File: src/logic/mipsPkg.sv
package mipsPkg;

	typedef logic [31:0] word;
	typedef logic [4:0] regAddr;

	// major opcode field, instr[31:26]
	typedef enum logic [5:0] {
		opSpecial = 6'h00,
		opJ       = 6'h02,
		opBeq     = 6'h04,
		opBne     = 6'h05,
		opAddiu   = 6'h09,
		opAndi    = 6'h0c,
		opOri     = 6'h0d,
		opLui     = 6'h0f,
		opLw      = 6'h23,
		opSw      = 6'h2b
	} opcodeT;

	// function field of SPECIAL, instr[5:0]
	typedef enum logic [5:0] {
		fnAddu = 6'h21,
		fnSubu = 6'h23,
		fnAnd  = 6'h24,
		fnOr   = 6'h25,
		fnXor  = 6'h26,
		fnSlt  = 6'h2a
	} functT;

	typedef enum logic [2:0] {
		aluAdd,
		aluSub,
		aluAnd,
		aluOr,
		aluXor,
		aluSlt,
		aluLui
	} aluOpT;

	// all zero is a no-op
	typedef struct packed {
		logic  regWrite;
		logic  memToReg;
		logic  memWrite;
		logic  aluSrcImm;
		logic  zeroExtend;
		logic  regDstRd;
		logic  branch;
		logic  branchNe;
		logic  jump;
		aluOpT aluOp;
	} ctrlT;

	// decode -> execute
	typedef struct packed {
		ctrlT   ctrl;
		word    srcA;
		word    srcB;
		word    imm;
		regAddr rs;
		regAddr rt;
		regAddr rd;
	} exStageT;

	// execute -> memory
	typedef struct packed {
		logic   regWrite;
		logic   memToReg;
		logic   memWrite;
		word    aluOut;
		word    storeData;
		regAddr dest;
	} memStageT;

	// memory -> writeback
	typedef struct packed {
		logic   regWrite;
		logic   memToReg;
		word    aluOut;
		word    loadData;
		regAddr dest;
	} wbStageT;

	typedef enum logic [1:0] {
		fwdReg = 2'd0,
		fwdMem = 2'd1,
		fwdWb  = 2'd2
	} fwdSelT;

endpackage

File: src/logic/controlDecoder.sv
module controlDecoder import mipsPkg::*; (
	input  opcodeT opcode,
	input  functT  funct,
	output ctrlT   ctrl
);

	always_comb begin
		ctrl = '0;
		case (opcode)
			opSpecial: begin
				// only the listed R-type ops write back, others stay a no-op
				ctrl.regWrite = 1'b1;
				ctrl.regDstRd = 1'b1;
				case (funct)
					fnAddu: ctrl.aluOp = aluAdd;
					fnSubu: ctrl.aluOp = aluSub;
					fnAnd:  ctrl.aluOp = aluAnd;
					fnOr:   ctrl.aluOp = aluOr;
					fnXor:  ctrl.aluOp = aluXor;
					fnSlt:  ctrl.aluOp = aluSlt;
					default: ctrl = '0;
				endcase
			end
			opAddiu: begin
				ctrl.regWrite  = 1'b1;
				ctrl.aluSrcImm = 1'b1;
				ctrl.aluOp     = aluAdd;
			end
			opAndi, opOri: begin
				ctrl.regWrite   = 1'b1;
				ctrl.aluSrcImm  = 1'b1;
				ctrl.zeroExtend = 1'b1;
				ctrl.aluOp      = (opcode == opAndi) ? aluAnd : aluOr;
			end
			opLui: begin
				ctrl.regWrite  = 1'b1;
				ctrl.aluSrcImm = 1'b1;
				ctrl.aluOp     = aluLui;
			end
			opLw: begin
				ctrl.regWrite  = 1'b1;
				ctrl.memToReg  = 1'b1;
				ctrl.aluSrcImm = 1'b1;
			end
			opSw: begin
				ctrl.memWrite  = 1'b1;
				ctrl.aluSrcImm = 1'b1;
			end
			opBeq, opBne: begin
				ctrl.branch   = 1'b1;
				ctrl.branchNe = (opcode == opBne);
			end
			opJ: ctrl.jump = 1'b1;
			default: ctrl = '0;
		endcase
	end

endmodule

File: config.mk
export PLATFORM = sky130hd
export DESIGN_NAME = controlDecoder
export DESIGN_NICKNAME = d
export VERILOG_FILES = /design/src/logic/mipsPkg.sv /design/src/logic/controlDecoder.sv
export SDC_FILE = /design/constraint.sdc
export NUM_CORES = 1
export LEC_CHECK = 0
export ABC_AREA = 0
export BUFFER_PORTS_ARGS = -buffer_cell sky130_fd_sc_hd__buf_2
export CORE_AREA = 3 3 40 42
export DETAILED_ROUTE_END_ITERATION = 10
export DIE_AREA = 0 0 43 45
export PLACE_DENSITY = 0.57
export REMOVE_ABC_BUFFERS = 1
export SETUP_SLACK_MARGIN = 0.3
export SLEW_MARGIN = 10
export SYNTH_ARGS = -nofsm -noshare
export SYNTH_HDL_FRONTEND = slang
export SYNTH_SLANG_ARGS = --single-unit
File: constraint.sdc
create_clock -name vclk -period 2.7
set_input_delay 0.27 -clock vclk [all_inputs]
set_output_delay 0.27 -clock vclk [all_outputs]
set_load 0.03 [all_outputs]
==> results.cfg <==
[outcome]
status = completed

[sta]
period_share = 0.576
tightest_slew_ps = 384
min_period_ps = 1550
rsz0062_at_grt = no
hold_viol = 0
max_freq_ghz = 0.643
fin_hold_ws_ps = 933
drv_slew = 0
totalNegativeSetupSlack_ps = 0
maxSlewHeadroom = 0.742
setup-violations-final = 0

[cts]
ctsResizeCount = 0
cts_hold_buffers = 0
cts_setup_buffers = 0

[placed_design]
place_inst = 79
routabilityCongestion = 0.763
place.port_buffers = 24
hpwl_microns = 722

[synth]
synth_area_leader_cell = xor2_1
yosys.cell_count.top_type = nor2_1
syn_area_sq_um = 290
synth_common_cells = nor2_1 (4), nand2_1 (3)
ys_seq_area_frac = 0
netlist_instances = 42
yosys.cell_types.count = 30
yosys-top-cells-area = xor2_1 (6.0%), nand3b_1 (5.2%), nor2_1 (5.2%), nor4b_2 (5.2%), nand4_1 (4.3%)
syn-mean-instance-area_sq_um = 6.91
yosys.area.top_type_share = 0.0603
ys_warn_count = 0

[die]
core_area_sq_mm = 0.00128
die_area_sq_mm = 0.00194
rows = 13
start_util = 0.226
die_x_microns = 43
ios = 24
die_y_microns = 45

[drt]
wl_microns = 867
antenna_left = 0
via_per_inst = 5.11
drc = 0
first_pass_iters = 4
wl_per_cell_microns = 11.0
num_vias = 404
drt_iter0_markers = 11

[pwr]
leakage_nw = 0.201
power_uw = 49.6
peakVddDrop_uv = 50.6
power_density_mw_per_mm2 = 120

[final_layout]
area_delta_synth_final_pct = 42.2
clock_buffers = 0
layout-drive-gt1-share = 0.484
fin_util = 0.321
antenna_cells_inserted = 0
nFillCells = 146
nNetsFinal = 78
seq_cell_count = 0
seq_area_sq_um = 0
fin_cells = 79

[job]
drv_cap = 0

[critical_path]
criticalPathCategory = input port to output port
worst_setup_path_start_kind = input port
cp_max_fo = 7
critPathArrivalTime_ps = 1280
cp-end-kind = output port
critPathRequiredTime_ps = 2430

[grt]
overflow = 0
antenna_found_initial = 0
grt_usage = 0.0846
grt_pass1_vias = 317
grt_pass1_wl_microns = 1380
grt_max_degree = 9

[hold_path]
min_path_type = input port to output port
==> worst max-delay path, cell delays in order <==
cell and delay [ps]:
buf_2 150, nor2_1 190, nand4_1 210, a21oi_1 180, a21o_1 90, buf_2 190
==> worst paths after layout <==
path	slack, ps	startpoint	endpoint	cells after the start
setup / recovery	1150	opcode[2]	ctrl[0]	6
hold / removal	930	opcode[5]	ctrl[3]	3
==> cells in the final DEF, fill, tap and decap left out, types with 2 or more instances in the layout <==
cell / n
xor2_1: 2
a21oi_1: 2
nand2_1: 3
nor2_1: 4
buf_2: 24
nor3_1: 2
nand3b_1: 2
nand4_1: 2
nand3_1: 2
o21ai_1: 2
==> stage by stage <==
| stage | cell area, sq um | worst slack [ps] |
|---|---|---|
| floorplan | 274 | 691 |
| global placement | 413 | 1170 |
| detailed placement | 413 | 1140 |
| CTS | 413 | 1140 |
| global route | 413 | 979 |
| finish | 413 | 1150 |
==> per-layer routing <==
layer / up-vias / wire [microns] / global-route usage / share of wire
met3: 0 / 103 / 0.0159 / 0.12
li1: 206 / - / - / -
met4: 0 / 0 / 0 / 0
met2: 23 / 385 / 0.135 / 0.44
met1: 175 / 377 / 0.126 / 0.43
met5: - / 0 / 0 / 0
==> where the power goes <==
part,leakage (nW),internal (mW),switching (mW)
clock,0,0,0
sequential,0,0,0
combinational,0.201,0.0189,0.0307
==> final cells by class <==
| class | count | area, sq um | area share |
|---|---|---|---|
| inverters | 1 | 3.75 | 0.00909 |
| repair buffers | 24 | 120 | 0.291 |
| well taps | 15 | 18.8 | 0.0455 |
| multi-input cells | 39 | 270 | 0.655 |
==> logic make-up (layout without fill, tap and decap cells) <==
family | Yosys count | after routing | share of synthesized area
buffers and inverters | 3 | 25 | 0.0689
and+or+nand+nor | 27 | 27 | 0.634
AOI/OAI and AO/OA | 9 | 9 | 0.198
adders and majority gates | 1 | 1 | 0.0388
xor gates and xnor gates | 2 | 2 | 0.0604
No activity file was read; power rests on OpenSTA's default activity.
