$ cat config.mk
export PLATFORM = sky130hd
export DESIGN_NAME = dataRam
export DESIGN_NICKNAME = d
export VERILOG_FILES = /design/src/logic/mipsPkg.sv /design/src/logic/dataRam.sv
export SDC_FILE = /design/constraint.sdc
export NUM_CORES = 2
export LEC_CHECK = 0
export BUFFER_PORTS_ARGS = -buffer_cell sky130_fd_sc_hd__buf_2
export CORE_UTILIZATION = 45
export DETAILED_ROUTE_END_ITERATION = 12
export GPL_ROUTABILITY_DRIVEN = 0
export HOLD_SLACK_MARGIN = 0.1
export MAX_ROUTING_LAYER = met4
export PLACE_DENSITY = 0.58
export SYNTH_ARGS = -nofsm -noshare
export SYNTH_HDL_FRONTEND = slang
export SYNTH_SLANG_ARGS = --single-unit
$ cat constraint.sdc
create_clock -name clk -period 9.05 [get_ports clk]
set_input_delay 2.2625 -clock clk [delete_from_list [all_inputs] [get_ports clk]]
set_output_delay 2.2625 -clock clk [all_outputs]
set_load 0.01 [all_outputs]
$ cat src/logic/mipsPkg.sv
package mipsPkg;

	typedef logic [31:0] word;
	typedef logic [4:0] regAddr;

	// major opcode field, instr[31:26]
	typedef enum logic [5:0] {
		opSpecial = 6'h00,
		opJ       = 6'h02,
		opBeq     = 6'h04,
		opBne     = 6'h05,
		opAddiu   = 6'h09,
		opAndi    = 6'h0c,
		opOri     = 6'h0d,
		opLui     = 6'h0f,
		opLw      = 6'h23,
		opSw      = 6'h2b
	} opcodeT;

	// function field of SPECIAL, instr[5:0]
	typedef enum logic [5:0] {
		fnAddu = 6'h21,
		fnSubu = 6'h23,
		fnAnd  = 6'h24,
		fnOr   = 6'h25,
		fnXor  = 6'h26,
		fnSlt  = 6'h2a
	} functT;

	typedef enum logic [2:0] {
		aluAdd,
		aluSub,
		aluAnd,
		aluOr,
		aluXor,
		aluSlt,
		aluLui
	} aluOpT;

	// all zero is a no-op
	typedef struct packed {
		logic  regWrite;
		logic  memToReg;
		logic  memWrite;
		logic  aluSrcImm;
		logic  zeroExtend;
		logic  regDstRd;
		logic  branch;
		logic  branchNe;
		logic  jump;
		aluOpT aluOp;
	} ctrlT;

	// decode -> execute
	typedef struct packed {
		ctrlT   ctrl;
		word    srcA;
		word    srcB;
		word    imm;
		regAddr rs;
		regAddr rt;
		regAddr rd;
	} exStageT;

	// execute -> memory
	typedef struct packed {
		logic   regWrite;
		logic   memToReg;
		logic   memWrite;
		word    aluOut;
		word    storeData;
		regAddr dest;
	} memStageT;

	// memory -> writeback
	typedef struct packed {
		logic   regWrite;
		logic   memToReg;
		word    aluOut;
		word    loadData;
		regAddr dest;
	} wbStageT;

	typedef enum logic [1:0] {
		fwdReg = 2'd0,
		fwdMem = 2'd1,
		fwdWb  = 2'd2
	} fwdSelT;

endpackage

$ cat src/logic/dataRam.sv
module dataRam import mipsPkg::*; #(
	parameter int ramWords = 64
) (
	input  logic clk,
	input  logic writeEn,
	input  word  addr,
	input  word  writeData,
	output word  readData
);

	localparam int idxBits = $clog2(ramWords);

	word mem [ramWords];
	logic [idxBits-1:0] index;

	// byte address to word index, wraps at the depth
	assign index = addr[idxBits+1:2];

	always_ff @(posedge clk) begin
		if (writeEn) mem[index] <= writeData;
	end

	assign readData = mem[index];

endmodule

==> results.cfg <==
[cts]
clk_path_buf_depth = 3
cts_hold_buf = 0
cts_setup_buffers = 0
cts_tree = yes
cts.repair.resized = 0
cts_root_buf = clkbuf_16
clk_pin_slew_ns = 0.06
htree_levels = 4
cts_buffers = 204
cts.sinks = 2048

[timing]
layout_min_cycle_time_ns = 8.57
final.period_utilization_pct = 94.7
max_slew_margin_pct = 4.06
setup_viol = 0
drv_slew = 0
fmax_mhz = 117
fin_tns_setup_ns = 0
finalHoldViolCount = 0
worst_pin_slew_ns = 1.44
rsz0062_at_grt = false

[cells_and_area]
largestRegisters = mem x2048
regMostFlops = mem
nets = 4479
multiInputGateArea_um2 = 16100
largest_register_ffs = 2048
syn_to_final_growth_pct = 13.9
regArea_um2 = 61500
drive_gt1_share_pct = 19.9
nFillCells = 13700

[critical_path]
cp_cell_sequence = buf_8 > inv_1 > buf_4 > and3_1 > nor4_1 > a31oi_1 > a2111oi_2 > nand3_1 > buf_2
worst_setup_path_end_kind = output pin
cp-start-kind = input pin
arrival_ns = 6.30
crit_start = addr[4]
worstPathRequired_ns = 6.79
crit_path_end = readData[4]
cp_max_fo = 73
critical_path_class = input pin to output pin
cpPeakStageDelay_ns = 1.16
crit_slowest_cell = a2111oi_2

[synthesis]
seq_area_frac_synth_pct = 78.6
synth_common_cells = 2048 x edfxtp_1, 259 x mux2i_1, 188 x a22oi_1
ys_warn_count = 0
netlist_instances = 4207
synth_top_area_cell = edfxtp_1
synthFlopType = edfxtp_1
postSynthNetCount = 4273
synth_most_common_cell = edfxtp_1
synth_top_area_share_pct = 78.6
synth-async-reset-ratio_pct = 0
syn_area_um2 = 78300
synth-edff-count = 2048
syn_avg_cell_area_um2 = 18.6
synth.area.top_cells = edfxtp_1 79%, mux2i_1 3.3%, mux4_2 2.8%
ys_types = 55
ys_seq_elements = 2048

[pwr]
finalPower_mw = 19.7
vdd_ir_drop_max_uv = 224
power_density_nw_per_um2 = 221
leakagePower_nw = 28.6

[grt]
antenna_found_initial = 26
grt_max_degree = 89
overflow = 0
gr-usage-all-layers_pct = 26.1
grt_pass1_wl_um = 312000
grt_pass1_vias = 40900

[routing]
num_vias = 42600
dr.pass1.iters = 7
routed_wl_um = 222000
vias_per_cell = 6.17
wire_per_inst_um = 32.2
drc = 0
postRouteAntennaNets = 0
dr.first_iter.drc_count = 5220

[flow_run]
maxCapViolations = 0

[floorplanning]
core_area_um2 = 172000
floorplan.initialDensity_pct = 45.5
die_x_um = 419
rows = 152
die_h_um = 419
io-pin-count = 98
die_area_um2 = 176000

[min_path]
min_path_type = input pin to register
whs_path_depth = 1

[place]
dp_hpwl_um = 127000
portBuffers = 71

[run_status]
status = finished clean
[worst min-delay path by stage]
stage / slack [ns] / startpoint / end
6_report: 1.94 / writeData[3] / mem[40][3]
3_3_place_gp: 2.80 / writeData[3] / mem[40][3]
3_5_place_dp: 2.81 / writeData[3] / mem[42][3]
4_1_cts: 1.88 / writeData[3] / mem[46][3]
5_1_grt: 1.90 / writeData[3] / mem[43][3]
2_1_floorplan: 2.36 / writeData[0] / mem[0][0]
[final cells by class]
cell class | instances | area share, %
Antenna cell | 12 | 0.0337
Clock buffer | 249 | 5.96
Clock inverter | 127 | 1.21
Inverter | 2 | 0.0168
Multi-Input combinational cell | 1859 | 18.1
Sequential cell | 2048 | 69.0
Tap cell | 2310 | 3.24
Timing Repair Buffer | 298 | 2.50
[metal layers]
layer | up-vias | share of wire (%) | GRT usage [%]
li1 | 18000 | - | -
met1 | 22300 | 41 | 35.7
met2 | 1922 | 47 | 39.6
met3 | 351 | 8.0 | 4.12
met4 | 0 | 3.7 | 9.56
met5 | - | 0 | -
[through the flow]
| stage | cells | area [um2] | setup WS, ns | utilization [%] | hold slack, ns |
|---|---|---|---|---|---|
| finish | 6905 | 89200 | 0.483 | 51.8 | 1.94 |
| global route | 6898 | 89100 | 0.424 | 51.8 | 1.90 |
| CTS | 6893 | 89100 | 0.699 | 51.8 | 1.88 |
| detailed placement | 6517 | 82700 | 0.697 | 48.1 | 2.81 |
| global placement | 6517 | 82700 | 0.747 | 48.1 | 2.80 |
| floorplan | 4207 | 78300 | 2.31 | - | 2.36 |
[worst max-delay path, delay by kind of cell]
| kind | cells | cell delay (ns) |
|---|---|---|
| buf+inv | 4 | 1.50 |
| compound gates | 2 | 1.41 |
| simple gates | 3 | 0.91 |
[cell usage in the layout (no fill, tap or decap), types with 27 or more instances in the layout]
cell / count
mux2_2: 147
a31oi_1: 43
and3_1: 85
buf_2: 68
clkbuf_1: 43
mux4_2: 96
a22o_1: 66
clkbuf_16: 206
nand2_1: 27
edfxtp_1: 2048
buf_4: 216
o22ai_1: 93
clkinv_2: 37
mux2i_1: 259
nand3_1: 53
nor2_4: 67
a21oi_1: 121
nor2_1: 76
a221oi_1: 175
o22a_1: 70
clkinv_1: 61
a22oi_1: 188
o21ai_0: 84
[cells by family (layout without fill, tap and decap cells)]
group,after synthesis,in the layout,share of synthesized area [%]
AOI/OAI and AO/OA,933,933,8.73
DFF,2048,2048,78.6
muxes,502,502,8.19
and+or+nand+nor,424,424,2.83
buffers and inverters,300,676,1.70
other,0,12,0
[power by group]
group	switching [mW]	internal (mW)	leakage [nW]
sequential	0.0134	10.5	18.4
combinational	0.785	0.328	7.06
clock	3.57	4.55	3.12
total	4.37	15.4	28.6
Note: power is estimated with default switching activity, not from simulation.
