===== src/logic/mipsPkg.sv =====
package mipsPkg;

	typedef logic [31:0] word;
	typedef logic [4:0] regAddr;

	// major opcode field, instr[31:26]
	typedef enum logic [5:0] {
		opSpecial = 6'h00,
		opJ       = 6'h02,
		opBeq     = 6'h04,
		opBne     = 6'h05,
		opAddiu   = 6'h09,
		opAndi    = 6'h0c,
		opOri     = 6'h0d,
		opLui     = 6'h0f,
		opLw      = 6'h23,
		opSw      = 6'h2b
	} opcodeT;

	// function field of SPECIAL, instr[5:0]
	typedef enum logic [5:0] {
		fnAddu = 6'h21,
		fnSubu = 6'h23,
		fnAnd  = 6'h24,
		fnOr   = 6'h25,
		fnXor  = 6'h26,
		fnSlt  = 6'h2a
	} functT;

	typedef enum logic [2:0] {
		aluAdd,
		aluSub,
		aluAnd,
		aluOr,
		aluXor,
		aluSlt,
		aluLui
	} aluOpT;

	// all zero is a no-op
	typedef struct packed {
		logic  regWrite;
		logic  memToReg;
		logic  memWrite;
		logic  aluSrcImm;
		logic  zeroExtend;
		logic  regDstRd;
		logic  branch;
		logic  branchNe;
		logic  jump;
		aluOpT aluOp;
	} ctrlT;

	// decode -> execute
	typedef struct packed {
		ctrlT   ctrl;
		word    srcA;
		word    srcB;
		word    imm;
		regAddr rs;
		regAddr rt;
		regAddr rd;
	} exStageT;

	// execute -> memory
	typedef struct packed {
		logic   regWrite;
		logic   memToReg;
		logic   memWrite;
		word    aluOut;
		word    storeData;
		regAddr dest;
	} memStageT;

	// memory -> writeback
	typedef struct packed {
		logic   regWrite;
		logic   memToReg;
		word    aluOut;
		word    loadData;
		regAddr dest;
	} wbStageT;

	typedef enum logic [1:0] {
		fwdReg = 2'd0,
		fwdMem = 2'd1,
		fwdWb  = 2'd2
	} fwdSelT;

endpackage


===== src/logic/regFile.sv =====
module regFile import mipsPkg::*; (
	input  logic   clk,
	input  logic   arstN,
	input  logic   writeEn,
	input  regAddr writeAddr,
	input  word    writeData,
	input  regAddr readAddrA,
	input  regAddr readAddrB,
	output word    readA,
	output word    readB
);

	// r0 has no storage
	word regs [1:31];

	always_ff @(posedge clk or negedge arstN) begin
		if (!arstN) begin
			for (int i = 1; i < 32; i++) regs[i] <= '0;
		end else if (writeEn && writeAddr != '0) begin
			regs[writeAddr] <= writeData;
		end
	end

	// same-cycle write goes straight through to the reader
	function automatic word readPort(regAddr addr);
		if (addr == '0) return '0;
		if (writeEn && addr == writeAddr) return writeData;
		return regs[addr];
	endfunction

	always_comb begin
		readA = readPort(readAddrA);
		readB = readPort(readAddrB);
	end

endmodule


===== src/logic/alu.sv =====
module alu import mipsPkg::*; (
	input  word   a,
	input  word   b,
	input  aluOpT op,
	output word   result
);

	always_comb begin
		case (op)
			aluAdd: result = a + b;
			aluSub: result = a - b;
			aluAnd: result = a & b;
			aluOr:  result = a | b;
			aluXor: result = a ^ b;
			// signed compare, result is 0 or 1
			aluSlt: result = ($signed(a) < $signed(b)) ? 32'd1 : 32'd0;
			// immediate lands in the upper half
			aluLui: result = {b[15:0], 16'h0000};
			default: result = '0;
		endcase
	end

endmodule


===== src/logic/datapath.sv =====
module datapath import mipsPkg::*; (
	input  logic   clk,
	input  logic   arstN,
	input  word    instr,
	output word    pc,
	input  ctrlT   ctrl,
	output opcodeT opcode,
	output functT  funct,
	output regAddr rsD,
	output regAddr rtD,
	output regAddr rsE,
	output regAddr rtE,
	output regAddr destE,
	output regAddr destM,
	output regAddr destW,
	output logic   regWriteE,
	output logic   regWriteM,
	output logic   regWriteW,
	output logic   memToRegE,
	output logic   memToRegM,
	output logic   branchD,
	input  logic   fwdDecA,
	input  logic   fwdDecB,
	input  fwdSelT fwdExA,
	input  fwdSelT fwdExB,
	input  logic   stallF,
	input  logic   stallD,
	input  logic   flushE,
	output logic   memWrite,
	output word    dataAddr,
	output word    writeData,
	input  word    readData
);

	word instrD;
	word pcPlus4D;
	word pcNext;
	word immD;
	word rfA;
	word rfB;
	word cmpA;
	word cmpB;
	logic takenD;
	exStageT exQ;
	memStageT memQ;
	wbStageT wbQ;
	word srcAE;
	word srcBE;
	word aluOutE;
	word resultW;

	// ========================================================================
	// fetch
	// ========================================================================

	always_ff @(posedge clk or negedge arstN) begin
		if (!arstN) begin
			pc       <= '0;
			instrD   <= '0;
			pcPlus4D <= '0;
		end else begin
			if (!stallF) pc <= pcNext;
			if (!stallD) begin
				instrD   <= instr;
				pcPlus4D <= pc + 32'd4;
			end
		end
	end

	// ========================================================================
	// decode
	// ========================================================================

	assign opcode  = opcodeT'(instrD[31:26]);
	assign funct   = functT'(instrD[5:0]);
	assign rsD     = instrD[25:21];
	assign rtD     = instrD[20:16];
	assign branchD = ctrl.branch;

	assign immD = ctrl.zeroExtend ? {16'h0000, instrD[15:0]}
		: {{16{instrD[15]}}, instrD[15:0]};

	regFile regs (
		.clk       (clk),
		.arstN     (arstN),
		.writeEn   (wbQ.regWrite),
		.writeAddr (wbQ.dest),
		.writeData (resultW),
		.readAddrA (rsD),
		.readAddrB (rtD),
		.readA     (rfA),
		.readB     (rfB)
	);

	// early branch compare
	assign cmpA   = fwdDecA ? memQ.aluOut : rfA;
	assign cmpB   = fwdDecB ? memQ.aluOut : rfB;
	assign takenD = ctrl.branch && ((cmpA == cmpB) != ctrl.branchNe);

	// delay slot is already in fetch, so the target goes straight to pc
	always_comb begin
		if (ctrl.jump)
			pcNext = {pcPlus4D[31:28], instrD[25:0], 2'b00};
		else if (takenD)
			pcNext = pcPlus4D + {immD[29:0], 2'b00};
		else
			pcNext = pc + 32'd4;
	end

	always_ff @(posedge clk or negedge arstN) begin
		if (!arstN) exQ <= '0;
		else if (flushE) exQ <= '0;
		else exQ <= '{ctrl: ctrl, srcA: rfA, srcB: rfB, imm: immD,
			rs: rsD, rt: rtD, rd: instrD[15:11]};
	end

	// ========================================================================
	// execute
	// ========================================================================

	function automatic word fwdPick(fwdSelT sel, word regVal);
		case (sel)
			fwdMem: return memQ.aluOut;
			fwdWb:  return resultW;
			default: return regVal;
		endcase
	endfunction

	assign rsE       = exQ.rs;
	assign rtE       = exQ.rt;
	assign regWriteE = exQ.ctrl.regWrite;
	assign memToRegE = exQ.ctrl.memToReg;
	assign destE     = exQ.ctrl.regDstRd ? exQ.rd : exQ.rt;

	always_comb begin
		srcAE = fwdPick(fwdExA, exQ.srcA);
		srcBE = fwdPick(fwdExB, exQ.srcB);
	end

	alu exAlu (
		.a      (srcAE),
		.b      (exQ.ctrl.aluSrcImm ? exQ.imm : srcBE),
		.op     (exQ.ctrl.aluOp),
		.result (aluOutE)
	);

	always_ff @(posedge clk or negedge arstN) begin
		if (!arstN) memQ <= '0;
		else memQ <= '{regWrite: exQ.ctrl.regWrite, memToReg: exQ.ctrl.memToReg,
			memWrite: exQ.ctrl.memWrite, aluOut: aluOutE, storeData: srcBE,
			dest: destE};
	end

	// ========================================================================
	// memory and writeback
	// ========================================================================

	assign destM     = memQ.dest;
	assign regWriteM = memQ.regWrite;
	assign memToRegM = memQ.memToReg;
	assign memWrite  = memQ.memWrite;
	assign dataAddr  = memQ.aluOut;
	assign writeData = memQ.storeData;

	always_ff @(posedge clk or negedge arstN) begin
		if (!arstN) wbQ <= '0;
		else wbQ <= '{regWrite: memQ.regWrite, memToReg: memQ.memToReg,
			aluOut: memQ.aluOut, loadData: readData, dest: memQ.dest};
	end

	assign destW     = wbQ.dest;
	assign regWriteW = wbQ.regWrite;
	assign resultW   = wbQ.memToReg ? wbQ.loadData : wbQ.aluOut;

endmodule


===== config.mk =====
export PLATFORM = sky130hd
export DESIGN_NAME = datapath
export DESIGN_NICKNAME = d
export VERILOG_FILES = /design/src/logic/mipsPkg.sv /design/src/logic/regFile.sv /design/src/logic/alu.sv /design/src/logic/datapath.sv
export SDC_FILE = /design/constraint.sdc
export NUM_CORES = 2
export LEC_CHECK = 0
export BUFFER_PORTS_ARGS = -buffer_cell sky130_fd_sc_hd__buf_2
export CAP_MARGIN = 20
export CORE_MARGIN = 8
export CORE_UTILIZATION = 50
export CTS_BUF_LIST = sky130_fd_sc_hd__clkbuf_4 sky130_fd_sc_hd__clkbuf_8
export DETAILED_ROUTE_END_ITERATION = 16
export PLACE_DENSITY = 0.66
export SLEW_MARGIN = 20
export SYNTH_ARGS = -nofsm -noshare
export SYNTH_HDL_FRONTEND = slang
export SYNTH_HIERARCHICAL = 1
export SYNTH_SLANG_ARGS = --single-unit

===== constraint.sdc =====
create_clock -name clk -period 5.65 [get_ports clk]
set_input_delay 0.2825 -clock clk [delete_from_list [all_inputs] [get_ports clk]]
set_output_delay 0.2825 -clock clk [all_outputs]
set_load 0.005 [all_outputs]

==> impl_metrics.yaml <==
status:
  status: "completed"
synthesis:
  netlist_top_cells_count: "dfrtp_1, mux2_2, mux4_2"
  yosysSeqAreaShare: 0.438
  syn_inst: 6249
  synth_area_leaders: "dfrtp_1, mux2_2, mux4_2, mux2i_1, ha_1"
  ys.warnings.count: 6
  synthesis.nets: 6456
  synth.distinct_cells: 103
  avgSynthCellArea_sq_um: 12.2
  synth_top_area_cell: "dfrtp_1"
  synth-edff-count: 0
  yosysMostFrequentCell: "dfrtp_1"
  syn_area_sq_mm: 0.0760
  synthFlopType: "dfrtp_1"
  synth_top_area_frac: 0.438
  synth-seq-cells: 1330
  async_flop_share: 1.00
clock_network:
  cts.htree.levels: 4
  cts_sinks: 1330
  clock_latency_ps: 1020
  numCtsBuffers: 221
  clock-root-buffer: "clkbuf_8"
  cts.clk_slew.worst_paths_ps: 60
  clockBufferDepth: 3
  cts_tree: "done"
pwr:
  power.leakage_nw: 39.6
  peakVddDrop_uv: 276
  powerDensity_mw_per_mm2: 364
timing:
  clock.fmax_ghz: 0.181
  fin_skew_ps: 79.2
  timing.slew.headroom: 0.238
  finalHoldViolCount: 0
  layout_min_cycle_time_ps: 5530
  rsz0062_at_grt: "false"
  tightestPinTransition_ps: 1130
  min_period_over_period: 0.979
  finalMaxSlewViolations: 0
  fin_setup_tns_ps: 0
  setup_viol: 0
  setup_slack_ps: 121
min_path:
  min_to: "instrD[25]"
  hold_path.startpoint: "instr[25]"
  holdPathStages: 3
  hold_class: "primary input to flip-flop"
drt:
  vias: 59100
  drtIter0Drc: 7594
  first_pass_iters: 7
  via_per_inst: 6.70
  routed_wl_mm: 276
  drc: 0
  wire_per_inst_um: 31.3
  ant_nets: 0
placement:
  place_congestion: 0.973
  place_ws_ps: -316
  io_buffers: 236
  place_hpwl_mm: 179
worst_setup_path:
  cp_max_fo: 31
  crit_path_start_kind: "flip-flop"
  worstPathArrival_ps: 6400
  worstSetupPathType: "flip-flop to flip-flop"
  cp.required_ps: 6520
  reg2reg_slack_ps: 120
  rr_worst_depth: 19
  crit_path_end_kind: "flip-flop"
  regToRegStartpoint: "instrD[23]"
  reg2reg_to: "pc[30]"
cells_and_area:
  seq_area_sq_mm: 0.0333
  area_delta_synth_final_pct: 14.6
  multi_input_area_sq_mm: 0.0397
  drive_above_1_share: 0.406
  fin_nets: 6820
  nFillCells: 12400
global_route:
  grt-ovfl-total: 0
  antenna_found_initial: 14
  use_met3: 0.0836
  grt_max_degree: 158
  track_usage: 0.327
  grt_util_met1: 0.451
  grt_pass1_wl_mm: 403
  gr-usage-met2: 0.486
  busiest_layer: "met2"
  grt_pass1_vias: 59000
die:
  core_area_sq_mm: 0.152
  die_h_um: 406
  die_x_um: 406
  row_count: 143
  start_util: 0.502
  die-area_sq_mm: 0.165
  ios: 237
flow_run:
  maxCapViolations: 0
## registers in the layout (all words and copies together) (netlist names), 32 cells and up
signal,flops
pc,32
exQ,87
writeData,32
regs/regs,992
instrD,32
dataAddr,32
wbQ,65
pcPlus4D,32
## cell families (layout without fill, tap and decap cells)
logic type,after synthesis,after routing,synth area share
XOR/XNOR,114,114,0.0131
AND/OR/NAND/NOR,1055,1055,0.0679
adder cells (fa/ha/maj),120,120,0.0200
other,0,7,0
buffers and inverters,750,1291,0.0470
AO/OA/AOI/OAI,1068,1068,0.0986
flip-flops,1330,1330,0.438
multiplexers,1812,1812,0.316
## through the flow
step	total power [mW]	instances	cell area [sq um]	util	hold slack [ps]
floorplan	18.3	6249	76000	-	-13.1
global placement	21.6	8267	80200	0.529	337
detailed placement	21.8	8267	80200	0.529	339
CTS	31.4	8806	86600	0.572	0.590
global route	32.9	8826	87100	0.575	29.7
finish	31.7	8827	87100	0.575	90.5
## power breakdown
group	total, mW	internal (mW)	switching (mW)
clock	9.52	5.25	4.27
combinational	9.59	4.30	5.29
sequential	12.6	11.1	1.49
## area by class of cell
cell class | count | area share
inverter | 157 | 0.00677
multi-input combinational | 4169 | 0.456
clock buffer | 351 | 0.0505
clock inverter | 49 | 0.00628
antenna | 7 | 0.000201
tap | 2030 | 0.0292
timing repair buffer | 734 | 0.0681
sequential | 1330 | 0.383
## worst max-delay path: stages, from the launching register on
cell and delay [ps]:
dfrtp_4 630, buf_4 270, buf_12 270, mux4_2 350, o22ai_1 200, nor4_1 110, nor3_1 690, a21oi_1 290
o221ai_1 260, a221oi_1 110, nor4_1 310, nand3_1 180, nor4b_4 340, buf_4 210, mux2i_4 240, buf_12 200
buf_4 180, nor4b_1 240, a211oi_1 80, o22ai_1 150
## what timing repair did
action,CTS,global route
gates resized for setup,12,56
pin swaps,0,5
gates cloned,0,1
hold buffers,130,0
setup endpoints to repair,32,32
buffers inserted,9,14
hold endpoints to repair,325,0
## metal layers
| layer | wire length [um] | up-vias |
|---|---|---|
| met4 | 14000 | 16 |
| met5 | 103 | - |
| met2 | 122000 | 3411 |
| li1 | - | 24100 |
| met3 | 29400 | 767 |
| met1 | 110000 | 30800 |
## cells in the final DEF (no fill, tap or decap), types with 46 or more instances in the layout
master         count
nor3_1           102
inv_1            153
buf_4            315
o22ai_1          152
o21ai_0          172
mux4_2           338
dfrtp_1         1317
a211oi_1         103
mux2i_1          177
buf_12            47
a22oi_1           81
buf_2            234
clkbuf_8         282
mux2_2          1259
a221o_1           63
a21oi_1          136
a221oi_1          86
nand2_1          207
dlygate4sd3_1    129
xnor2_1           87
nor2b_1          149
ha_1             115
nor2_1           312
clkbuf_4          69
nand3_1           46
## worst max path at each step
stage / cells after the start / endpoint / from / slack [ps]
after detailed placement: 19 / pc[30] / instrD[20] / -320
after global placement: 19 / pc[30] / instrD[20] / -310
final: 19 / pc[30] / instrD[23] / 120
after floorplan: 17 / dataAddr[26] / wbQ[69] / 1470
after global routing: 22 / pc[30] / instrD[21] / 8
after CTS: 21 / pc[30] / instrD[16] / 30
No activity file was read; power rests on OpenSTA's default activity.
