**src/logic/mipsPkg.sv**
```systemverilog
package mipsPkg;

	typedef logic [31:0] word;
	typedef logic [4:0] regAddr;

	// major opcode field, instr[31:26]
	typedef enum logic [5:0] {
		opSpecial = 6'h00,
		opJ       = 6'h02,
		opBeq     = 6'h04,
		opBne     = 6'h05,
		opAddiu   = 6'h09,
		opAndi    = 6'h0c,
		opOri     = 6'h0d,
		opLui     = 6'h0f,
		opLw      = 6'h23,
		opSw      = 6'h2b
	} opcodeT;

	// function field of SPECIAL, instr[5:0]
	typedef enum logic [5:0] {
		fnAddu = 6'h21,
		fnSubu = 6'h23,
		fnAnd  = 6'h24,
		fnOr   = 6'h25,
		fnXor  = 6'h26,
		fnSlt  = 6'h2a
	} functT;

	typedef enum logic [2:0] {
		aluAdd,
		aluSub,
		aluAnd,
		aluOr,
		aluXor,
		aluSlt,
		aluLui
	} aluOpT;

	// all zero is a no-op
	typedef struct packed {
		logic  regWrite;
		logic  memToReg;
		logic  memWrite;
		logic  aluSrcImm;
		logic  zeroExtend;
		logic  regDstRd;
		logic  branch;
		logic  branchNe;
		logic  jump;
		aluOpT aluOp;
	} ctrlT;

	// decode -> execute
	typedef struct packed {
		ctrlT   ctrl;
		word    srcA;
		word    srcB;
		word    imm;
		regAddr rs;
		regAddr rt;
		regAddr rd;
	} exStageT;

	// execute -> memory
	typedef struct packed {
		logic   regWrite;
		logic   memToReg;
		logic   memWrite;
		word    aluOut;
		word    storeData;
		regAddr dest;
	} memStageT;

	// memory -> writeback
	typedef struct packed {
		logic   regWrite;
		logic   memToReg;
		word    aluOut;
		word    loadData;
		regAddr dest;
	} wbStageT;

	typedef enum logic [1:0] {
		fwdReg = 2'd0,
		fwdMem = 2'd1,
		fwdWb  = 2'd2
	} fwdSelT;

endpackage

```
**src/logic/hazardUnit.sv**
```systemverilog
module hazardUnit import mipsPkg::*; (
	input  regAddr rsD,
	input  regAddr rtD,
	input  regAddr rsE,
	input  regAddr rtE,
	input  regAddr destE,
	input  regAddr destM,
	input  regAddr destW,
	input  logic   regWriteE,
	input  logic   regWriteM,
	input  logic   regWriteW,
	input  logic   memToRegE,
	input  logic   memToRegM,
	input  logic   branchD,
	output logic   fwdDecA,
	output logic   fwdDecB,
	output fwdSelT fwdExA,
	output fwdSelT fwdExB,
	output logic   stallF,
	output logic   stallD,
	output logic   flushE
);

	logic loadUse;
	logic branchStall;

	// memory stage wins over writeback
	function automatic fwdSelT exSel(regAddr src);
		if (src != '0 && regWriteM && src == destM) return fwdMem;
		if (src != '0 && regWriteW && src == destW) return fwdWb;
		return fwdReg;
	endfunction

	always_comb begin
		fwdExA = exSel(rsE);
		fwdExB = exSel(rtE);
	end

	// branch compare only takes ALU results from memory
	assign fwdDecA = rsD != '0 && regWriteM && rsD == destM;
	assign fwdDecB = rtD != '0 && regWriteM && rtD == destM;

	assign loadUse = memToRegE && (rsD == destE || rtD == destE);

	// operand still in execute, or a load still in memory
	assign branchStall = branchD &&
		((regWriteE && destE != '0 && (rsD == destE || rtD == destE)) ||
		(memToRegM && destM != '0 && (rsD == destM || rtD == destM)));

	assign stallF = loadUse || branchStall;
	assign stallD = stallF;
	assign flushE = stallF;

endmodule

```
**config.mk**
```make
export PLATFORM = sky130hd
export DESIGN_NAME = hazardUnit
export DESIGN_NICKNAME = d
export VERILOG_FILES = /design/src/logic/mipsPkg.sv /design/src/logic/hazardUnit.sv
export SDC_FILE = /design/constraint.sdc
export NUM_CORES = 1
export LEC_CHECK = 0
export ABC_AREA = 0
export BUFFER_PORTS_ARGS = -buffer_cell sky130_fd_sc_hd__buf_4
export CORE_MARGIN = 8
export CORE_UTILIZATION = 42
export DETAILED_ROUTE_END_ITERATION = 7
export PLACE_DENSITY_LB_ADDON = 0.1
export REMOVE_ABC_BUFFERS = 1
export SLEW_MARGIN = 20
export SYNTH_ARGS = -nofsm -noshare
export SYNTH_HDL_FRONTEND = slang
export SYNTH_SLANG_ARGS = --single-unit
```
**constraint.sdc**
```tcl
create_clock -name vclk -period 1.3
set_input_delay 0.065 -clock vclk [all_inputs]
set_output_delay 0.065 -clock vclk [all_outputs]
set_load 0.005 [all_outputs]
```
==> results of run 1 <==
-- through the flow --
step	instance area (sq um)	hold slack, ps	total power (uW)	instances	TNS (ps)
CTS	1067	494.5	335.1	151	-88.59
finish	1109	485.1	344.9	153	-72.62
floorplan	596.8	223.6	134.1	75	0
global placement	1067	484.6	325.2	151	-39.62
detailed placement	1067	493.2	334.0	151	-82.37
global route	1109	502.5	371.2	153	-204.0
-- what timing repair did --
item | 4_1_cts | 5_1_grt
gates resized for setup | 0 | 6
setup buffers | 0 | 2
pin swaps | 0 | 1
hold buffers | 0 | 0
setup endpoints to repair | 2 | 5
-- cell type report --
| cell class | count | area [sq um] |
|---|---|---|
| fillers | 136 | 362.8 |
| multi-input cells | 75 | 615.6 |
| well taps | 16 | 20.02 |
| repair buffers | 62 | 473.0 |
-- metal layers --
layer	vias up	part of all wire, %
li1	395	-
met1	350	39
met2	35	51
met3	0	10
met4	0	0
met5	-	0
-- critical path: stages --
cell and delay, ps:
buf_6 90, or4_4 540, nor2_4 130, nor4_4 60, nor4_2 240, buf_4 150
-- cell usage in the layout, fill, tap and decap left out, types with 3 or more instances in the layout --
master,count
buf_4,60
nand2_1,4
nand3_1,3
nand4_1,4
nor3_1,4
nor4_2,3
xnor2_1,27
xor2_1,13
-- worst paths after layout --
check	from	endpoint	depth (start not counted)
min	regWriteW	fwdExA[1]	4
max	rtE[1]	fwdExB[1]	6
-- kinds of logic (layout without fill, tap and decap cells) --
kind of cell           count (synthesis)  in the layout
XOR/XNOR                              40             40
AND/OR/NAND/NOR                       29             29
buffers and inverters                  7             62
AO/OA/AOI/OAI                          6              6
-- report_power, final --
part | switching, uW | internal, uW | total (uW)
combinational | 146 | 198 | 345
clock | 0 | 0 | 0
sequential | 0 | 0 | 0
==> impl_metrics.ini, run 1 <==
[setup_path]
end_kind = primary output
crit_fanout = 2
cp.required_ps = 1240
start_kind = primary input
arrival_ps = 1280
path_class = in -> out

[sta]
fmax_mhz = 743.7
layout_setup_ws_ps = -44.67
finalSetupViolations = 2
hold_viol = 0
rsz0062_at_grt = yes
tightest_slew_ps = 314.2
maxSlewViolCount = 0
fin_crit_sh_pct = 103.4
period_needed_ps = 1345
max_slew_margin_pct = 78.88

[global_routing]
overflow = 0
grt_util_met1_pct = 15.83
grt.total_usage_pct = 14.75
grt.busiest_layer = met2
met3_usage_pct = 2.674
met2_usage_pct = 30.38
grt_pass1_wl_um = 3519
grt_antenna_before_repair = 0
grt_max_degree = 6
grt_pass1_vias = 841

[run]
cap_violations = 0

[drt]
drt-initial-drc-count = 1
drc = 0
vias = 780
wirelength_um = 2252
drt.antenna.violating_nets = 0
viasPerCell = 5.098
routedWlPerCell_um = 14.72
drt-pass1-iter-count = 4

[finish]
seqCellArea_sq_um = 0
drive_gt1_share_pct = 52.55
finalCoreUtilization_pct = 75.34
seq_cells = 0
clock_buffers = 0
nets = 180
n_antenna_cell = 0
syn2layout_area_growth_pct = 74.07

[floorplan]
initial_core_util_pct = 43.28
die_w_um = 54.94
core_area_sq_um = 1471
die_area_sq_um = 3018
io_pins = 50
core.rowCount = 14
fp.dieH_um = 54.94

[synthesis]
yosys_warnings = 0
synthTopCellsByCount = 27 x xnor2_1, 13 x xor2_1, 6 x nor3_1
syn_inst = 82
synth-compound-area-share_pct = 7.269
synth_xor_area_share_pct = 55.01
yosysUniqueCellTypes = 18
yosys.area_share.simple_pct = 31.43
ys_seq_area_share_pct = 0
synth_top_area_share_pct = 37.13
post_synth.cell_area_avg_sq_um = 7.767
muxShareOfSynthArea_pct = 0
yosys.area.top_type = xnor2_1
synthTopCellsByArea = xnor2_1 37%, xor2_1 18%, nor4_2 7.9%, nor3_1 4.7%, nand4_1 3.9%
synthAdderAreaFrac_pct = 0
syn_area_sq_um = 636.9
synth_most_common_cell = xnor2_1
synth_top_family_by_area = XOR/XNOR gates

[outcome]
violations = negative setup slack
status = finished with violations

[placement]
pre_cts_slack_ps = -48.36
gp_congestion = 0.8437
dp_hpwl_um = 2030
portBuffers = 50

[pwr]
ir_drop_mv = 0.2007
p_leak_uw = 0.0004680
powerDensity_nw_per_um2 = 311.1

[min_path]
hold_class = in -> out
(Power assumes the default switching activity.)
==> run 2, diff against run 1 <==
--- a/config.mk
+++ b/config.mk
@@ -12,7 +12,9 @@
 export DETAILED_ROUTE_END_ITERATION = 7
 export PLACE_DENSITY_LB_ADDON = 0.1
 export REMOVE_ABC_BUFFERS = 1
+export SKIP_LAST_GASP = 1
 export SLEW_MARGIN = 20
 export SYNTH_ARGS = -nofsm -noshare
 export SYNTH_HDL_FRONTEND = slang
 export SYNTH_SLANG_ARGS = --single-unit
+export TNS_END_PERCENT = 30
==> constraint.sdc (replaced) <==
create_clock -name vclk -period 1.5
set_input_delay 0.075 -clock vclk [all_inputs]
set_output_delay 0.075 -clock vclk [all_outputs]
set_load 0.005 [all_outputs]
==> run 2 against run 1 <==
  * The run now ends clean
  * Count of clock-buffer cells in the layout did not move
  * First-iteration DRC count rose to 4.0 times the previous value
  * Final cell count fell by 7.8%
  * Sequential share of layout area did not move
  * Highest routed layer unchanged
==> impl_metrics.ini, run 2 (synthesis results as in run 1) <==
[floorplan]
core_area_sq_um = 1471
io_pins = 50
fp.dieH_um = 54.94
initial_core_util_pct = 43.28
die_area_sq_um = 3018
core.rowCount = 14
die_w_um = 54.94

[setup_path]
arrival_ps = 1300
start_kind = primary input
critical-path-top-delay-family = simple AND/OR/NAND/NOR gates
path_buf_inv = 2
cp.required_ps = 1420
max_stage_delay_ps = 540
crit_fanout = 3
critical_path.cell_chain = buf_4 -> or4_4 -> nor2_4 -> nor4_2 -> nor4_2 -> buf_4
path_class = in -> out
critPathSlowestCell = or4_4
end_kind = primary output

[drt]
drc = 0
drt.antenna.violating_nets = 0
maxUsedRoutingLayer = met3
dr_wl_met2_um = 1031
drt-pass1-iter-count = 3
viasPerCell = 5.184
dr_wl_met3_um = 286
routedWlPerCell_um = 14.59
drt-met1-wl_um = 739
vias = 731
wirelength_um = 2057
drt-initial-drc-count = 4

[sta]
finalSetupViolations = 0
tns_ps = 0
fin_crit_sh_pct = 91.89
maxSlewViolCount = 0
rsz0062_at_grt = no
max_slew_margin_pct = 76.39
layout_setup_ws_ps = 121.6
fmax_mhz = 725.5
tightest_slew_ps = 350.4
hold_viol = 0
period_needed_ps = 1378

[finish]
drive_gt1_share_pct = 46.40
n_antenna_cell = 0
syn2layout_area_growth_pct = 55.80
clock_buffers = 0
seqCellArea_sq_um = 0
layout_common_cells = 50 x buf_4, 27 x xnor2_1, 13 x xor2_1, 6 x nor3_1
final_common_cell = buf_4
nets = 168
seq_cells = 0

[global_routing]
overflow = 0
grt_antenna_before_repair = 0
grt_pass1_wl_um = 3367
grt_pass1_vias = 775
grt_max_degree = 6
grt.total_usage_pct = 14.05

[clock_tree]
cts_resized = 0
post-cts-setup-buffers = 0
hold_buffers = 0

[min_path]
hold_class = in -> out

[placement]
portBuffers = 50
pre_cts_slack_ps = 110.5
gp_congestion = 0.8022

[pwr]
powerDensity_nw_per_um2 = 272.5
ir_drop_mv = 0.1696
p_leak_uw = 0.0004026

[outcome]
status = completed

[run]
cap_violations = 0
[run 2: cell types whose count changed in the layout (fill, tap and decap cells not counted), sizes merged]
cell / delta
buf: -12
[run 2: worst paths after layout]
check      start   endpoint  slack [ps]  depth (start not counted)
max       rsE[1]  fwdExA[1]         120                          6
min    regWriteW  fwdExB[1]         500                          4
[run 2: stage by stage]
stage	util (%)	hold WS, ps	power, uW	instances	cell area (sq um)
4_1_cts	67.43	506.9	273.7	141	992.2
3_3_place_gp	67.43	504.0	268.4	141	992.2
6_report	67.43	501.8	270.4	141	992.2
3_5_place_dp	67.43	506.7	272.9	141	992.2
5_1_grt	67.43	520.3	296.5	141	992.2
2_1_floorplan	-	243.6	116.2	75	596.8
[run 2: power breakdown]
part           switching, uW  internal [uW]
Clock                      0              0
Sequential                 0              0
Combinational            115            155
Total                    115            155
[run 2: metal layers]
metal / global-route usage, % / up-vias
li1: - / 373
met1: 15.07 / 325
met2: 27.92 / 33
met3: 3.209 / 0
met4: 1.200 / 0
met5: 0 / -
[run 2: cell type report]
class	count	area, sq um
well taps	16	20.02
repair buffers	50	375.4
multi-input cells	75	596.8
fillers	137	479.2
==> run 3, diff against run 2 <==
--- a/config.mk
+++ b/config.mk
@@ -10,6 +10,7 @@
 export CORE_MARGIN = 8
 export CORE_UTILIZATION = 42
 export DETAILED_ROUTE_END_ITERATION = 7
+export GPL_TIMING_DRIVEN = 0
 export PLACE_DENSITY_LB_ADDON = 0.1
 export REMOVE_ABC_BUFFERS = 1
 export SKIP_LAST_GASP = 1
==> run 3 against run 2 <==
  * Final area stayed put
  * Non-clock buffer count stayed put
  * Via count is 0.96% higher
  * Hold slack worse by 0.56 ps
  * Fmax is 3.4% lower
  * Utilization stayed put
  * Sequential share of layout area stayed put
  * Power is 0.83% higher
  * First-iteration DRC count is 50% lower
  * Count of clock-buffer cells in the layout stayed put
==> impl_metrics.ini, run 3 (synthesis results as in run 1) <==
[drt]
drt-pass1-iter-count = 2
drc = 0
routedWlPerCell_um = 15.33
wirelength_um = 2161
vias = 738
viasPerCell = 5.234
drt.antenna.violating_nets = 0
drt-initial-drc-count = 2

[global_routing]
overflow = 0
grt_pass1_vias = 785
grt_antenna_before_repair = 0
grt_max_degree = 6
grt_pass1_wl_um = 3381
grt.total_usage_pct = 14.42

[clock_tree]
cts_resized = 0
post-cts-setup-buffers = 0
hold_buffers = 0

[setup_path]
cp.required_ps = 1420
arrival_ps = 1350
path_class = in -> out
crit_fanout = 3
start_kind = primary input
critical_path.cell_chain = buf_4 -> or4_4 -> nor2_4 -> nor4_2 -> nor4_2 -> buf_4
path_buf_inv = 2
end_kind = primary output
critPathSlowestCell = or4_4
critical-path-top-delay-family = simple AND/OR/NAND/NOR gates
max_stage_delay_ps = 540
cp.depth = 6

[finish]
layout_common_cells = 50 x buf_4, 27 x xnor2_1, 13 x xor2_1, 6 x nor3_1
syn2layout_area_growth_pct = 55.80
n_antenna_cell = 0
nets = 168
drive_gt1_share_pct = 46.40
final_common_cell = buf_4
design_area_sq_um = 992.2
fin_cells = 141
clock_buffers = 0
finalCoreUtilization_pct = 67.43
seqCellArea_sq_um = 0
seq_cells = 0

[floorplan]
io_pins = 50
core.rowCount = 14
die_w_um = 54.94
core_area_sq_um = 1471
initial_core_util_pct = 43.28
fp.dieH_um = 54.94
die_area_sq_um = 3018

[placement]
gp_congestion = 0.7196
dp_hpwl_um = 1981
placed_area_sq_um = 992.2
dp_cells = 141
portBuffers = 50

[sta]
max_slew_margin_pct = 78.33
period_needed_ps = 1427
fin_crit_sh_pct = 95.16
hold_viol = 0
tightest_slew_ps = 321.7
fmax_mhz = 700.6
rsz0062_at_grt = no
finalSetupViolations = 0
tns_ps = 0
maxSlewViolCount = 0

[pwr]
ir_drop_mv = 0.1566
powerDensity_nw_per_um2 = 274.8
p_leak_uw = 0.0004026

[outcome]
status = completed

[run]
cap_violations = 0

[min_path]
hold_class = in -> out
hold_depth = 4
==> run 3: cell type report <==
type                       count  area (sq um)
fill                         147         479.2
multi-input combinational     75         596.8
tap                           16         20.02
timing repair buffer          50         375.4
==> run 3: per-layer routing <==
layer | part of all wire (%) | track usage (%)
met1 | 39 | 14.92
met2 | 52 | 30.38
met3 | 9.1 | 2.674
met4 | 0 | 0
met5 | 0 | 0
==> run 3: path summary, 6_finish.rpt <==
check / from / endpoint / slack, ps
hold / removal: regWriteW / fwdExA[1] / 500
setup / recovery: rsE[1] / fwdExA[1] / 70
==> run 3: tightest hold or removal path, cell delays in order <==
cell and delay [ps]:
buf_4 110, nand2_1 70, nor4_2 50, buf_4 120
==> run 3: metrics by stage <==
step	worst slack, ps	hold WS, ps	total power, uW
detailed placement	69.33	503.7	275.0
finish	72.55	501.3	272.6
CTS	69.18	503.8	275.6
floorplan	378.9	243.6	116.2
global route	13.93	518.8	296.7
global placement	120.8	505.1	266.6
==> run 3: power breakdown <==
| part | total, uW | switching [uW] | internal [uW] |
|---|---|---|---|
| clock | 0 | 0 | 0 |
| combinational | 273 | 117 | 155 |
| sequential | 0 | 0 | 0 |
